$ cat config.mk
export PLATFORM = sky130hd
export DESIGN_NAME = exec_top
export DESIGN_NICKNAME = d
export VERILOG_FILES = /design/src/exec_pkg.sv /design/src/exec_ctrl_if.sv /design/src/exec_decode.sv /design/src/exec_alu.sv /design/src/exec_meta.sv /design/src/exec_commit.sv /design/src/exec_top.sv
export SDC_FILE = /design/constraint.sdc
export NUM_CORES = 1
export LEC_CHECK = 0
export BUFFER_PORTS_ARGS = -buffer_cell sky130_fd_sc_hd__buf_2
export CAP_MARGIN = 20
export CORE_ASPECT_RATIO = 0.8
export CORE_UTILIZATION = 57
export CTS_CLUSTER_DIAMETER = 120
export DETAILED_ROUTE_END_ITERATION = 10
export PLACE_DENSITY = 0.89
export RECOVER_POWER = 50
export SYNTH_ARGS = -nofsm -noshare
export SYNTH_HDL_FRONTEND = slang
export SYNTH_SLANG_ARGS = --single-unit
$ cat constraint.sdc
create_clock -name clk -period 6.1 [get_ports clk]
set_input_delay 1.22 -clock clk [delete_from_list [all_inputs] [get_ports clk]]
set_output_delay 1.22 -clock clk [all_outputs]
set_load 0.01 [all_outputs]
$ cat src/exec_pkg.sv
package exec_pkg;

  // Datapath widths
  localparam int WORD_W = 32;
  localparam int STAT_W = 6;
  localparam int BYTE_W = 8;

  typedef logic [WORD_W-1:0] word_t;
  typedef logic [STAT_W-1:0] status_t;
  typedef logic [BYTE_W-1:0] byte_t;

  // Arithmetic flag positions inside status_t
  localparam int STAT_OF = 0;
  localparam int STAT_SF = 1;
  localparam int STAT_ZF = 2;
  localparam int STAT_PF = 3;
  localparam int STAT_CF = 4;
  localparam int STAT_AF = 5;

  // EFLAGS bit positions, also the AH layout for LAHF/SAHF
  localparam int EFLAGS_CF  = 0;
  localparam int EFLAGS_ONE = 1;
  localparam int EFLAGS_PF  = 2;
  localparam int EFLAGS_AF  = 4;
  localparam int EFLAGS_ZF  = 6;
  localparam int EFLAGS_SF  = 7;
  localparam int EFLAGS_DF  = 10;
  localparam int EFLAGS_OF  = 11;

  // Opcodes, anything not listed is illegal
  typedef enum logic [5:0] {
    CMD_NOP   = 6'd0,
    CMD_ADD   = 6'd1,
    CMD_ADC   = 6'd2,
    CMD_INC   = 6'd3,
    CMD_SUB   = 6'd4,
    CMD_SBB   = 6'd5,
    CMD_DEC   = 6'd6,
    CMD_CMP   = 6'd7,
    CMD_AND   = 6'd8,
    CMD_TEST  = 6'd9,
    CMD_OR    = 6'd10,
    CMD_XOR   = 6'd11,
    CMD_NOT   = 6'd12,
    CMD_MOV   = 6'd13,
    CMD_LEA   = 6'd14,
    CMD_MOVSX = 6'd15,
    CMD_MOVZX = 6'd16,
    CMD_XCHG  = 6'd17,
    CMD_STC   = 6'd18,
    CMD_CLC   = 6'd19,
    CMD_STD   = 6'd20,
    CMD_CLD   = 6'd21,
    CMD_LAHF  = 6'd22,
    CMD_SAHF  = 6'd23
  } cmd_e;

  // ALU core operation
  typedef enum logic [2:0] {
    ALU_ADD = 3'd0,
    ALU_SUB = 3'd1,
    ALU_AND = 3'd2,
    ALU_OR  = 3'd3,
    ALU_XOR = 3'd4
  } alu_op_e;

  // Result source
  typedef enum logic [1:0] {
    UNIT_NONE = 2'd0,
    UNIT_ALU  = 2'd1,
    UNIT_MOVE = 2'd2,
    UNIT_META = 2'd3
  } unit_e;

endpackage

$ cat src/exec_ctrl_if.sv
interface exec_ctrl_if;

  // Unit select and ALU operation
  exec_pkg::unit_e   unit_sel;
  exec_pkg::alu_op_e alu_op;

  // Adder controls
  logic src_inv;
  logic use_carry;
  logic carry_in_one;

  // Flag handling
  logic keep_cf;
  logic no_flags;
  logic clear_cf_of;

  // Writeback and move extension
  logic no_wr;
  logic sext;
  logic zext;

  // Meta opcode, NOP unless a meta command
  exec_pkg::cmd_e meta_cmd;

  logic illegal;

  modport ctrl (
    output unit_sel, alu_op, src_inv, use_carry, carry_in_one, keep_cf,
           no_flags, clear_cf_of, no_wr, sext, zext, meta_cmd, illegal
  );

  modport unit (
    input unit_sel, alu_op, src_inv, use_carry, carry_in_one, keep_cf,
          no_flags, clear_cf_of, meta_cmd
  );

  modport commit (
    input unit_sel, no_wr, sext, zext, meta_cmd, illegal
  );

endinterface

$ cat src/exec_decode.sv
module exec_decode (
  input exec_pkg::cmd_e opc,
  exec_ctrl_if.ctrl     ctl
);

  always_comb begin
    // Defaults describe a NOP
    ctl.unit_sel     = exec_pkg::UNIT_NONE;
    ctl.alu_op       = exec_pkg::ALU_ADD;
    ctl.src_inv      = 1'b0;
    ctl.use_carry    = 1'b0;
    ctl.carry_in_one = 1'b0;
    ctl.keep_cf      = 1'b0;
    ctl.no_flags     = 1'b0;
    ctl.clear_cf_of  = 1'b0;
    ctl.no_wr        = 1'b0;
    ctl.sext         = 1'b0;
    ctl.zext         = 1'b0;
    ctl.meta_cmd     = exec_pkg::CMD_NOP;
    ctl.illegal      = 1'b0;

    case (opc)
      exec_pkg::CMD_NOP: ;

      // Add family
      exec_pkg::CMD_ADD,
      exec_pkg::CMD_ADC,
      exec_pkg::CMD_INC: begin
        ctl.unit_sel  = exec_pkg::UNIT_ALU;
        ctl.alu_op    = exec_pkg::ALU_ADD;
        ctl.use_carry = (opc == exec_pkg::CMD_ADC);
        // INC adds a constant one, CF untouched
        ctl.keep_cf   = (opc == exec_pkg::CMD_INC);
      end

      // Subtract family, a + ~b + 1
      exec_pkg::CMD_SUB,
      exec_pkg::CMD_SBB,
      exec_pkg::CMD_DEC,
      exec_pkg::CMD_CMP: begin
        ctl.unit_sel     = exec_pkg::UNIT_ALU;
        ctl.alu_op       = exec_pkg::ALU_SUB;
        ctl.src_inv      = 1'b1;
        // SBB takes the borrow from CF instead
        ctl.use_carry    = (opc == exec_pkg::CMD_SBB);
        // DEC needs the +1 too, or it would subtract two
        ctl.carry_in_one = (opc != exec_pkg::CMD_SBB);
        ctl.keep_cf      = (opc == exec_pkg::CMD_DEC);
        ctl.no_wr        = (opc == exec_pkg::CMD_CMP);
      end

      // Logic ops
      exec_pkg::CMD_AND,
      exec_pkg::CMD_TEST: begin
        ctl.unit_sel    = exec_pkg::UNIT_ALU;
        ctl.alu_op      = exec_pkg::ALU_AND;
        ctl.clear_cf_of = 1'b1;
        ctl.no_wr       = (opc == exec_pkg::CMD_TEST);
      end
      exec_pkg::CMD_OR: begin
        ctl.unit_sel    = exec_pkg::UNIT_ALU;
        ctl.alu_op      = exec_pkg::ALU_OR;
        ctl.clear_cf_of = 1'b1;
      end
      exec_pkg::CMD_XOR: begin
        ctl.unit_sel    = exec_pkg::UNIT_ALU;
        ctl.alu_op      = exec_pkg::ALU_XOR;
        ctl.clear_cf_of = 1'b1;
      end
      // NOT is XOR with all ones, flags untouched
      exec_pkg::CMD_NOT: begin
        ctl.unit_sel = exec_pkg::UNIT_ALU;
        ctl.alu_op   = exec_pkg::ALU_XOR;
        ctl.no_flags = 1'b1;
      end

      // Moves, LEA arrives already computed in opnd1
      exec_pkg::CMD_MOV,
      exec_pkg::CMD_LEA,
      exec_pkg::CMD_XCHG,
      exec_pkg::CMD_MOVSX,
      exec_pkg::CMD_MOVZX: begin
        ctl.unit_sel = exec_pkg::UNIT_MOVE;
        ctl.sext     = (opc == exec_pkg::CMD_MOVSX);
        ctl.zext     = (opc == exec_pkg::CMD_MOVZX);
      end

      // Direct flag and AH manipulation
      exec_pkg::CMD_STC,
      exec_pkg::CMD_CLC,
      exec_pkg::CMD_STD,
      exec_pkg::CMD_CLD,
      exec_pkg::CMD_LAHF,
      exec_pkg::CMD_SAHF: begin
        ctl.unit_sel = exec_pkg::UNIT_META;
        ctl.meta_cmd = opc;
      end

      default: ctl.illegal = 1'b1;
    endcase
  end

endmodule

$ cat src/exec_alu.sv
module exec_alu #(
  parameter int DATA_W = 32
) (
  exec_ctrl_if.unit          ctl,
  input  exec_pkg::status_t  status_in,
  input  logic [DATA_W-1:0]  opnd0,
  input  logic [DATA_W-1:0]  opnd1,
  output logic [DATA_W-1:0]  result,
  output exec_pkg::status_t  status_out
);

  logic [DATA_W-1:0] opnd_b;
  logic [DATA_W-1:0] addend;
  logic [DATA_W:0]   wide_sum;
  logic              carry_in;
  logic              is_sub;
  logic              is_arith;

  // Constant second operand
  // keep_cf marks INC/DEC (one), no_flags marks NOT (all ones)
  always_comb begin
    if (ctl.keep_cf) begin
      opnd_b = {{(DATA_W-1){1'b0}}, 1'b1};
    end else if (ctl.no_flags) begin
      opnd_b = '1;
    end else begin
      opnd_b = opnd1;
    end
  end

  assign is_sub   = (ctl.alu_op == exec_pkg::ALU_SUB);
  assign is_arith = is_sub || (ctl.alu_op == exec_pkg::ALU_ADD);

  // Shared adder
  assign addend = ctl.src_inv ? ~opnd_b : opnd_b;
  // Borrow is inverted carry when subtracting
  assign carry_in = ctl.use_carry ? (status_in[exec_pkg::STAT_CF] ^ ctl.src_inv)
                                  : ctl.carry_in_one;
  assign wide_sum = {1'b0, opnd0} + {1'b0, addend} + {{DATA_W{1'b0}}, carry_in};

  // Result select
  always_comb begin
    case (ctl.alu_op)
      exec_pkg::ALU_AND: result = opnd0 & opnd_b;
      exec_pkg::ALU_OR:  result = opnd0 | opnd_b;
      exec_pkg::ALU_XOR: result = opnd0 ^ opnd_b;
      default:           result = wide_sum[DATA_W-1:0];
    endcase
  end

  // Flag generation
  always_comb begin
    status_out = status_in;
    if (!ctl.no_flags) begin
      status_out[exec_pkg::STAT_ZF] = (result == '0);
      status_out[exec_pkg::STAT_SF] = result[DATA_W-1];
      // Even parity, low byte only
      status_out[exec_pkg::STAT_PF] = ~^result[7:0];

      if (is_arith) begin
        // Same-sign inputs, different-sign result
        status_out[exec_pkg::STAT_OF] = (opnd0[DATA_W-1] == addend[DATA_W-1]) &&
                                        (result[DATA_W-1] != opnd0[DATA_W-1]);
        status_out[exec_pkg::STAT_CF] = wide_sum[DATA_W] ^ is_sub;
        // Carry into bit 4, flipped back to a borrow for SUB
        status_out[exec_pkg::STAT_AF] = opnd0[4] ^ addend[4] ^ result[4] ^ is_sub;
      end

      if (ctl.clear_cf_of) begin
        status_out[exec_pkg::STAT_CF] = 1'b0;
        status_out[exec_pkg::STAT_OF] = 1'b0;
      end

      // INC/DEC
      if (ctl.keep_cf) begin
        status_out[exec_pkg::STAT_CF] = status_in[exec_pkg::STAT_CF];
      end
    end
  end

  // Known operands must give a known result
  always_comb begin
    if (ctl.unit_sel == exec_pkg::UNIT_ALU) begin
      assert (!$isunknown(result))
        else $error("ALU result unknown for op %0d", ctl.alu_op);
    end
  end

endmodule

$ cat src/exec_meta.sv
module exec_meta (
  exec_ctrl_if.unit          ctl,
  input  exec_pkg::status_t  status_in,
  input  logic               df_in,
  input  exec_pkg::byte_t    ah_in,
  output exec_pkg::byte_t    ah_out,
  output exec_pkg::status_t  status_out,
  output logic               df_out
);

  always_comb begin
    status_out = status_in;
    df_out     = df_in;
    ah_out     = ah_in;

    case (ctl.meta_cmd)
      // Carry and direction flags
      exec_pkg::CMD_STC: status_out[exec_pkg::STAT_CF] = 1'b1;
      exec_pkg::CMD_CLC: status_out[exec_pkg::STAT_CF] = 1'b0;
      exec_pkg::CMD_STD: df_out = 1'b1;
      exec_pkg::CMD_CLD: df_out = 1'b0;

      // AH takes the low EFLAGS byte layout
      exec_pkg::CMD_LAHF: begin
        ah_out                       = '0;
        ah_out[exec_pkg::EFLAGS_SF]  = status_in[exec_pkg::STAT_SF];
        ah_out[exec_pkg::EFLAGS_ZF]  = status_in[exec_pkg::STAT_ZF];
        ah_out[exec_pkg::EFLAGS_AF]  = status_in[exec_pkg::STAT_AF];
        ah_out[exec_pkg::EFLAGS_PF]  = status_in[exec_pkg::STAT_PF];
        ah_out[exec_pkg::EFLAGS_CF]  = status_in[exec_pkg::STAT_CF];
        // Bit 1 always reads as one
        ah_out[exec_pkg::EFLAGS_ONE] = 1'b1;
      end

      // Five flags back from AH, OF kept
      exec_pkg::CMD_SAHF: begin
        status_out[exec_pkg::STAT_SF] = ah_in[exec_pkg::EFLAGS_SF];
        status_out[exec_pkg::STAT_ZF] = ah_in[exec_pkg::EFLAGS_ZF];
        status_out[exec_pkg::STAT_AF] = ah_in[exec_pkg::EFLAGS_AF];
        status_out[exec_pkg::STAT_PF] = ah_in[exec_pkg::EFLAGS_PF];
        status_out[exec_pkg::STAT_CF] = ah_in[exec_pkg::EFLAGS_CF];
      end

      default: ;
    endcase
  end

endmodule

$ cat src/exec_commit.sv
module exec_commit #(
  parameter int DATA_W = 32
) (
  input  logic               clk,
  input  logic               rst_n,
  input  logic               in_valid,
  exec_ctrl_if.commit        ctl,
  input  exec_pkg::word_t    eflags_in,
  input  logic [DATA_W-1:0]  opnd0,
  input  logic [DATA_W-1:0]  opnd1,
  input  logic [DATA_W-1:0]  alu_result,
  input  exec_pkg::status_t  alu_status,
  input  exec_pkg::byte_t    meta_ah,
  input  exec_pkg::status_t  meta_status,
  input  logic               meta_df,
  output logic               out_valid,
  output logic               wr_en,
  output logic               illegal,
  output logic [DATA_W-1:0]  result,
  output exec_pkg::word_t    eflags_out
);

  logic [DATA_W-1:0] move_val;
  logic [DATA_W-1:0] lahf_val;
  logic [DATA_W-1:0] result_d;
  logic              is_lahf;
  logic              wr_en_d;
  exec_pkg::word_t   eflags_d;

  // Status vector back into its EFLAGS positions
  function automatic exec_pkg::word_t merge_status(exec_pkg::word_t ef,
                                                   exec_pkg::status_t st);
    exec_pkg::word_t merged;
    merged = ef;
    merged[exec_pkg::EFLAGS_OF] = st[exec_pkg::STAT_OF];
    merged[exec_pkg::EFLAGS_SF] = st[exec_pkg::STAT_SF];
    merged[exec_pkg::EFLAGS_ZF] = st[exec_pkg::STAT_ZF];
    merged[exec_pkg::EFLAGS_AF] = st[exec_pkg::STAT_AF];
    merged[exec_pkg::EFLAGS_PF] = st[exec_pkg::STAT_PF];
    merged[exec_pkg::EFLAGS_CF] = st[exec_pkg::STAT_CF];
    return merged;
  endfunction

  // Move path, extending forms take the low byte
  always_comb begin
    if (ctl.sext) begin
      move_val = {{(DATA_W-8){opnd1[7]}}, opnd1[7:0]};
    end else if (ctl.zext) begin
      move_val = {{(DATA_W-8){1'b0}}, opnd1[7:0]};
    end else begin
      move_val = opnd1;
    end
  end

  // LAHF rewrites AH inside operand 0
  assign is_lahf  = (ctl.meta_cmd == exec_pkg::CMD_LAHF);
  assign lahf_val = {opnd0[DATA_W-1:16], meta_ah, opnd0[7:0]};

  always_comb begin
    result_d = opnd0;
    wr_en_d  = 1'b0;
    eflags_d = eflags_in;
    case (ctl.unit_sel)
      exec_pkg::UNIT_ALU: begin
        result_d = alu_result;
        wr_en_d  = !ctl.no_wr;
        eflags_d = merge_status(eflags_in, alu_status);
      end
      exec_pkg::UNIT_MOVE: begin
        result_d = move_val;
        wr_en_d  = 1'b1;
      end
      exec_pkg::UNIT_META: begin
        result_d = is_lahf ? lahf_val : opnd0;
        wr_en_d  = is_lahf;
        eflags_d = merge_status(eflags_in, meta_status);
        eflags_d[exec_pkg::EFLAGS_DF] = meta_df;
      end
      // NOP and illegal codes keep EFLAGS
      default: ;
    endcase
  end

  // Output stage, loaded only on a strobe
  always_ff @(posedge clk) begin
    if (!rst_n) begin
      out_valid  <= 1'b0;
      wr_en      <= 1'b0;
      illegal    <= 1'b0;
      result     <= '0;
      eflags_out <= '0;
    end else begin
      out_valid <= in_valid;
      if (in_valid) begin
        wr_en      <= wr_en_d;
        illegal    <= ctl.illegal;
        result     <= result_d;
        eflags_out <= eflags_d;
      end
    end
  end

  // Decode and writeback agree on illegal opcodes
  assert property (@(posedge clk) disable iff (!rst_n) (out_valid && illegal) |-> !wr_en)
    else $error("wr_en set for an illegal opcode");

endmodule

$ cat src/exec_top.sv
module exec_top #(
  parameter int DATA_W = 32
) (
  input  logic               clk,
  input  logic               rst_n,
  input  logic               in_valid,
  input  exec_pkg::cmd_e     opc,
  input  exec_pkg::word_t    eflags,
  input  logic [DATA_W-1:0]  opnd0,
  input  logic [DATA_W-1:0]  opnd1,
  output logic               out_valid,
  output logic               wr_en,
  output logic               illegal,
  output logic [DATA_W-1:0]  result,
  output exec_pkg::word_t    eflags_out
);

  exec_pkg::status_t status_in;
  exec_pkg::status_t alu_status;
  exec_pkg::status_t meta_status;
  logic [DATA_W-1:0] alu_result;
  exec_pkg::byte_t   meta_ah;
  logic              meta_df;

  // Arithmetic flags out of EFLAGS
  assign status_in[exec_pkg::STAT_OF] = eflags[exec_pkg::EFLAGS_OF];
  assign status_in[exec_pkg::STAT_SF] = eflags[exec_pkg::EFLAGS_SF];
  assign status_in[exec_pkg::STAT_ZF] = eflags[exec_pkg::EFLAGS_ZF];
  assign status_in[exec_pkg::STAT_PF] = eflags[exec_pkg::EFLAGS_PF];
  assign status_in[exec_pkg::STAT_CF] = eflags[exec_pkg::EFLAGS_CF];
  assign status_in[exec_pkg::STAT_AF] = eflags[exec_pkg::EFLAGS_AF];

  exec_ctrl_if ctl_if ();

  exec_decode decode_i (
    .opc (opc),
    .ctl (ctl_if.ctrl)
  );

  exec_alu #(
    .DATA_W (DATA_W)
  ) alu_i (
    .ctl        (ctl_if.unit),
    .status_in  (status_in),
    .opnd0      (opnd0),
    .opnd1      (opnd1),
    .result     (alu_result),
    .status_out (alu_status)
  );

  // AH is bits 15:8 of operand 0
  exec_meta meta_i (
    .ctl        (ctl_if.unit),
    .status_in  (status_in),
    .df_in      (eflags[exec_pkg::EFLAGS_DF]),
    .ah_in      (opnd0[15:8]),
    .ah_out     (meta_ah),
    .status_out (meta_status),
    .df_out     (meta_df)
  );

  exec_commit #(
    .DATA_W (DATA_W)
  ) commit_i (
    .clk         (clk),
    .rst_n       (rst_n),
    .in_valid    (in_valid),
    .ctl         (ctl_if.commit),
    .eflags_in   (eflags),
    .opnd0       (opnd0),
    .opnd1       (opnd1),
    .alu_result  (alu_result),
    .alu_status  (alu_status),
    .meta_ah     (meta_ah),
    .meta_status (meta_status),
    .meta_df     (meta_df),
    .out_valid   (out_valid),
    .wr_en       (wr_en),
    .illegal     (illegal),
    .result      (result),
    .eflags_out  (eflags_out)
  );

endmodule

# ---- After elaboration in Yosys (flattened, before gate mapping)
# Cells that the tools add are included.
dict set report word_totals {
  inputBits 105
  output_inout_bits 67
  reg_bits 67
  word_cells 105
}
dict set report classes {
  reduce_logical 16
  addsub 2
  muxes 34
  n_eq_ne 39
  bitwise_logic 9
}
# cell n
set ops {}
lappend ops {{one-hot mux 32 bit (3 select lines)} 2}
lappend ops {{two-way mux 32 bit} 5}
lappend ops {{equality test 6 x 5 -> 1 bit (second input constant)} 14}
lappend ops {{equality test 6 x 4 -> 1 bit (second input constant)} 8}
lappend ops {{adder 32 x 32 -> 33 bit} 1}
lappend ops {{adder 33 x 1 -> 33 bit} 1}
lappend ops {{AND 32 bit} 1}
lappend ops {{zero test 32 bit} 1}
lappend ops {{inverter 32 bit} 1}
lappend ops {{OR 32 bit} 1}
lappend ops {{XOR 32 bit} 1}
lappend ops {{equality test 6 x 3 -> 1 bit (second input constant)} 4}
lappend ops {{one-hot mux 12 bit (2 select lines)} 1}
lappend ops {{OR reduction 24 bit} 1}
lappend ops {{two-way mux 16 bit} 1}
lappend ops {{two-way mux 1 bit} 13}
lappend ops {{equality test 6 x 2 -> 1 bit (second input constant)} 2}
lappend ops {{two-way mux 6 bit} 2}
lappend ops {{one-hot mux 3 bit (4 select lines)} 1}
lappend ops {{OR reduction 12 bit} 1}
lappend ops {{one-hot mux 1 bit (2 select lines)} 4}
lappend ops {{OR reduction 4 bit} 2}
lappend ops {{XNOR reduction 8 bit} 1}
lappend ops {{equality test 3 x 2 -> 1 bit (second input constant)} 2}
lappend ops {{22 further kinds} 29}

# ---- Depth between registers and ports, before layout
dict set report logic_depth {
  depth_word 16
  mapped_depth 21
  ltp_nobuf 20
}

# ---- By module
# From an unflattened synthesis, not the netlist that was laid out.
dict set report hier_totals {
  hier_cells 1151
  hier_area_um2 8921.1
}
# mod seq_area_each_um2 area_each_um2 cells_per_inst n_inst
set modules_own_cells {}
lappend modules_own_cells {exec_alu 0.0 4643.2 684 1}
lappend modules_own_cells {exec_commit 1341.3 3734.8 391 1}
lappend modules_own_cells {exec_decode 0.0 287.8 51 1}
lappend modules_own_cells {exec_meta 0.0 255.2 25 1}

# ---- Worst setup path after synthesis
# Ideal clock, no wire load.
dict set report synth_path {
  path_kind {input to register}
  start {input opc[1]}
  end {register commit_i.eflags_out[6]}
  path_stages 18
  path_slack_ps 839
  setup_ps 59
  path_buffers 3
  required_time_ps 6041
  arrival_time_ps 5203
  cell_sequence {clkbuf_1 -> buf_1 -> clkbuf_1 -> a21oi_1 -> o21ai_0 -> nand2_1 -> fa_1 -> fa_1 -> and2b_1 -> o2111ai_1 -> a2111oi_2 -> nor3_1 -> or4_1 -> o211a_2 -> a211oi_1 -> and4bb_1 -> nand4_1 -> nand2_1}
}
dict set report synth_via {
  elab_chain_cells 12
  elab_cells_between_ends 61
  cone_classes {add/sub: 2; eq/ne: 30; mux: 16; bitwise: 5; reduce/logical: 8}
}
# item line_no
set synth_lines {}
lappend synth_lines {{from (decl)} exec_top.sv:7} ;# input exec_pkg::cmd_e opc,
lappend synth_lines {{equality test 6 x 3 -> 1 bit, or another cell as far along} exec_decode.sv:22} ;# case (opc)
lappend synth_lines {{OR reduction 4 bit, or another cell as far along} n/a}
lappend synth_lines {{one-hot mux 1 bit (2 select lines) / two-way mux 32 bit (equally long branches)} {exec_decode.sv:22, exec_alu.sv:24}}
lappend synth_lines {{two-way mux 32 bit} exec_alu.sv:22} ;# if (ctl.keep_cf) begin
lappend synth_lines {{inverter 32 bit} exec_alu.sv:35} ;# assign addend = ctl.src_inv ? ~opnd_b : opnd_b;
lappend synth_lines {{two-way mux 32 bit} exec_alu.sv:35}
lappend synth_lines {{adder 32 x 32 -> 33 bit} exec_alu.sv:39} ;# assign wide_sum = {1'b0, opnd0} + {1'b0, addend} + {{DATA_W{1'b0}}, carry_in};
lappend synth_lines {{adder 33 x 1 -> 33 bit} exec_alu.sv:39}
lappend synth_lines {{one-hot mux 32 bit (3 select lines)} exec_alu.sv:43} ;# case (ctl.alu_op)
lappend synth_lines {{zero test 32 bit} exec_alu.sv:55} ;# status_out[exec_pkg::STAT_ZF] = (result == '0);
lappend synth_lines {{two-way mux 6 bit} exec_alu.sv:54} ;# if (!ctl.no_flags) begin
lappend synth_lines {{one-hot mux 12 bit (2 select lines) *} exec_commit.sv:63} ;# case (ctl.unit_sel)
lappend synth_lines {{to (signal assigned)} exec_commit.sv:98} ;# eflags_out <= eflags_d;
lappend synth_lines {{to (decl)} exec_commit.sv:20} ;# output exec_pkg::word_t eflags_out
# Every way passes the cells marked *; elsewhere a longest branch is shown, timed or not.
# A chain may end at the register's enable or synchronous reset.

# ---- Final worst setup path
dict set report layout_path {
  start {input opc[3]}
  end {register commit_i.result[30]}
}
dict set report layout_via {
  elab_chain_cells 10
  elab_cells_between_ends 61
  cone_classes {add/sub: 2; eq/ne: 30; mux: 17; bitwise: 5; reduce/logical: 7}
}
# item line_no
set layout_lines {}
lappend layout_lines {{equality test 6 x 3 -> 1 bit, or another cell as far along} exec_decode.sv:22}
lappend layout_lines {{OR reduction 4 bit, or another cell as far along} n/a}
lappend layout_lines {{one-hot mux 1 bit (2 select lines) / two-way mux 32 bit (equally long branches)} {exec_decode.sv:22, exec_alu.sv:24}}
lappend layout_lines {{two-way mux 32 bit} exec_alu.sv:22}
lappend layout_lines {{inverter 32 bit} exec_alu.sv:35}
lappend layout_lines {{two-way mux 32 bit} exec_alu.sv:35}
lappend layout_lines {{adder 32 x 32 -> 33 bit} exec_alu.sv:39}
lappend layout_lines {{adder 33 x 1 -> 33 bit} exec_alu.sv:39}
lappend layout_lines {{one-hot mux 32 bit (3 select lines)} exec_alu.sv:43}
lappend layout_lines {{one-hot mux 32 bit (3 select lines) *} exec_commit.sv:63}
lappend layout_lines {{to (signal assigned)} exec_commit.sv:97} ;# result <= result_d;
lappend layout_lines {{to (decl)} exec_commit.sv:19} ;# output logic [DATA_W-1:0] result,
# Marks and branches as above.

==> PnR_summary.wiki <==
{| class="wikitable"
! Metric !! Value
|-
| Outcome || finished with violations
|-
| Violated checks || capacitance limit, slew limit
|-
| Total of hold buffers inserted after clock tree synthesis || 0
|-
| Area overhead of the layout relative to synthesis || 14.3%
|-
| Required time at the endpoint of the critical path || 6.34 ns
|-
| Antenna violation net count after detailed routing || 0
|-
| Ratio of cells with drive above 1 in the final layout || 0.147
|-
| Detailed-placement wirelength estimate || 21.3 mm
|-
| Slowest library cell on the worst path || sky130_fd_sc_hd__a2111oi_2
|-
| Count of final max-slew check failures || 75
|-
| Crit path launch type || input pin
|-
| Share of the cycle needed by the critical path after routing || 0.911
|-
| WS Path Type || in -> reg
|-
| Total standard cell area after synthesis || 0.00832 mm²
|-
| Arrival time of data at the critical path endpoint || 5.80 ns
|-
| Number of antenna cells inserted || 0
|-
| GP Congestion || 1.01
|-
| First-pass detailed-route iteration total || 7
|-
| Cell repeated most along the worst path || sky130_fd_sc_hd__nor3_1
|-
| Largest stage delay on the critical path || 0.59 ns
|-
| Vias in the first global route || 8451
|-
| Number of buffers added for setup after CTS || 0
|-
| IO buf count || 171
|-
| Most congested layer reported by global routing || met2
|-
| Global-route wire length before repair || 44.9 mm
|-
| Worst Hold Slack || 0.472 ns
|-
| Hold Path Class || reg -> reg
|-
| TritonCTS clock tree || done
|-
| Chip height || 110 µm
|-
| GR met1 Demand/Resource || 0.542
|-
| H-tree levels || 3
|-
| Number of antenna violations at the first check in global routing || 0
|-
| Clock transition at the registers of the reported paths || 0.07 ns
|-
| VDD IR-drop max || 138 µV
|-
| Largest cells by area after synthesis || sky130_fd_sc_hd__dfxtp_1 (16%), sky130_fd_sc_hd__ha_1 (15%), sky130_fd_sc_hd__o21ai_0 (5.4%)
|-
| Die ar. || 0.0151 mm²
|-
| Die Wd || 137 µm
|-
| Launch instance of the worst register-to-register path || commit_i.eflags_out[2]$_SDFFE_PN0P_
|-
| Maximum clock path buffer count || 2
|-
| Number of enable flip-flop cells after synthesis || 0
|-
| Resized Gates After CTS || 0
|-
| Flop and latch count out of synthesis || 67
|-
| Transition time at the pin with the least slew margin || 3.80 ns
|-
| Overall via count from detail_route || 9551
|-
| Avg WL per Cell || 20.9 µm
|-
| Leftover overflow at the end of global routing || 0
|-
| Crit path max fanout || 16
|-
| Area of the core || 0.0142 mm²
|-
| PwrDens || 204 mW/mm²
|-
| Number of hold violations in the final report || 0
|-
| Most used flip-flop cell after synthesis || sky130_fd_sc_hd__dfxtp_1
|-
| Clock sink total || 67
|-
| Latest clock arrival within the worst-skew pair || 0.34 ns
|-
| LEAKAGE || 0.00437 µW
|-
| Most numerous cell types in the synthesized netlist || sky130_fd_sc_hd__ha_1 (99), sky130_fd_sc_hd__o21ai_0 (89), sky130_fd_sc_hd__a21oi_1 (84)
|-
| Worst clock skew || 0 ns
|-
| Final-layout setup total negative slack || 0 ns
|-
| GR Util All Layers || 0.387
|-
| RSZ-0062 raised after global routing || no
|-
| Drc violations || 0
|-
| Synth Net Count || 1319
|-
| Critical path endpoint category || flip-flop
|-
| Maxcap violations || 1
|-
| Async SR Flop Fraction || 0
|-
| Cells after Synth || 1113
|-
| Cell with the most instances after synthesis || sky130_fd_sc_hd__ha_1
|-
| Total number of placement rows || 39
|-
| Total routed wirelength || 29.8 mm
|-
| Count of distinct cell types in the synthesized netlist || 86
|-
| Area share of the leading cell type in the synthesized netlist || 0.161
|-
| Headroom to the max-slew limit || -1.53
|-
| Met2 capacity usage during global routing || 0.568
|-
| Maximum clock frequency || 0.180 GHz
|-
| Initial core utilization || 0.584
|-
| Start point of the critical path || opc[3]
|-
| Cell depth of the worst hold path || 2
|-
| Post-route minimum period || 5.56 ns
|-
| Yosys synthesis warning count || 0
|-
| Cells along the critical path || buf_2, nor3_1, nand3_1, inv_1, nor3_1, xor2_1, fa_1, fa_1, and2b_1, o2111ai_1, a2111oi_2, nor3_1, o31ai_1, a211o_1, nand3_1, a221oi_1, nor2_1
|-
| Final core area utilization || 0.667
|-
| TritonCTS Buffers || 9
|-
| Launch point of the worst hold path || commit_i.result[12]$_SDFFE_PN0P_
|-
| Maximum number of pins on one net before global-route repair || 75
|-
| Filler instances || 1257
|-
| Met3 track demand over resource || 0.102
|-
| Root buffer cell || sky130_fd_sc_hd__clkbuf_16
|-
| Setup violation total in the final timing report || 0
|-
| I/O Pins || 172
|-
| Register-to-Register Path Depth || 2
|-
| Library cell with the largest summed area after synthesis || sky130_fd_sc_hd__dfxtp_1
|-
| Average cell area after synthesis || 7.47 µm²
|-
| Number of violations reported at the end of detailed-routing iteration 0 || 1484
|-
| Sequential element share of the synthesized area || 0.161
|-
| Final nets || 1441
|-
| Average via count per standard cell || 6.71
|}
[worst max-delay path: cells and delay by family]
kind / cells / cell delay [ns]
compound gates: 5 / 1.83
xor+xnor: 1 / 0.15
fa+ha+maj: 2 / 0.90
buf+inv: 2 / 0.31
simple gates: 7 / 1.37
[cell usage in the layout (no fill, tap or decap), types with 9 or more instances in the layout]
master	netlist	final
sky130_fd_sc_hd__o211a_1	13	13
sky130_fd_sc_hd__o211ai_1	23	23
sky130_fd_sc_hd__a21o_1	19	19
sky130_fd_sc_hd__clkbuf_16	0	9
sky130_fd_sc_hd__o2111ai_1	10	10
sky130_fd_sc_hd__dfxtp_1	67	67
sky130_fd_sc_hd__a221o_1	12	12
sky130_fd_sc_hd__a31oi_1	9	9
sky130_fd_sc_hd__nand3_1	25	25
sky130_fd_sc_hd__and3_1	9	9
sky130_fd_sc_hd__a22oi_1	12	12
sky130_fd_sc_hd__nor3_1	24	24
sky130_fd_sc_hd__xnor2_1	42	42
sky130_fd_sc_hd__nor2_1	62	59
sky130_fd_sc_hd__buf_4	3	26
sky130_fd_sc_hd__o21ai_1	25	26
sky130_fd_sc_hd__mux2i_1	34	34
sky130_fd_sc_hd__nand2b_1	13	13
sky130_fd_sc_hd__o21ai_0	89	88
sky130_fd_sc_hd__nor2b_1	31	31
sky130_fd_sc_hd__a21oi_1	84	83
sky130_fd_sc_hd__a221oi_1	25	25
sky130_fd_sc_hd__buf_2	18	115
sky130_fd_sc_hd__nand2_1	69	69
sky130_fd_sc_hd__a211oi_1	11	11
sky130_fd_sc_hd__ha_1	99	99
sky130_fd_sc_hd__inv_1	80	80
sky130_fd_sc_hd__clkbuf_1	54	57
[metal layers]
layer,routed length (µm),share of wire
met2,12300,0.42
met5,0,0
met1,12200,0.41
met3,4240,0.14
met4,932,0.031
[power breakdown]
part	leakage (µW)	switching (µW)	internal [µW]	total [µW]
clock network	0.000149	231	359	590
logic	0.00366	523	335	858
registers	0.000555	16.7	470	487
total	0.00437	771	1160	1940
[cell type report]
class / count / area [µm²] / share of cell area
multi-input cells: 878 / 6310 / 0.664
flip-flops and latches: 67 / 1340 / 0.141
repair buffers: 198 / 1000 / 0.105
inverters: 81 / 304 / 0.0320
well taps: 184 / 230 / 0.0242
clock buffers: 10 / 229 / 0.0241
clock inverters: 6 / 88.8 / 0.00935
[worst paths after layout]
path	endpoint	slack [ns]
setup reg to reg	commit_i.eflags_out[2]$_SDFFE_PN0P_	5.21
hold reg to reg	commit_i.result[12]$_SDFFE_PN0P_	0.47
setup / recovery	commit_i.result[30]$_SDFFE_PN0P_	0.54
hold / removal	commit_i.result[12]$_SDFFE_PN0P_	0.47
[sequential cells by signal, summed over array words and instances, names as in the netlist]
name                 flops
commit_i.wr_en           1
commit_i.eflags_out     32
commit_i.result         32
commit_i.illegal         1
commit_i.out_valid       1
[metrics by stage]
step	power (µW)	setup slack [ns]	cells	instance area, µm²
global route	2020	0.158	1424	9500
detailed placement	1320	0.376	1407	9250
CTS	1900	0.692	1423	9570
global placement	1300	0.513	1407	9250
floorplan	1070	0.839	1113	8320
finish	1940	0.544	1424	9500
[cells by family after synthesis]
logic type	share of synthesized area
fa+ha+maj	0.154
simple gates	0.178
flops	0.161
xor+xnor	0.0527
mux	0.0463
buf+inv	0.0817
compound gates	0.326
Note: power is estimated with default switching activity, not from simulation.
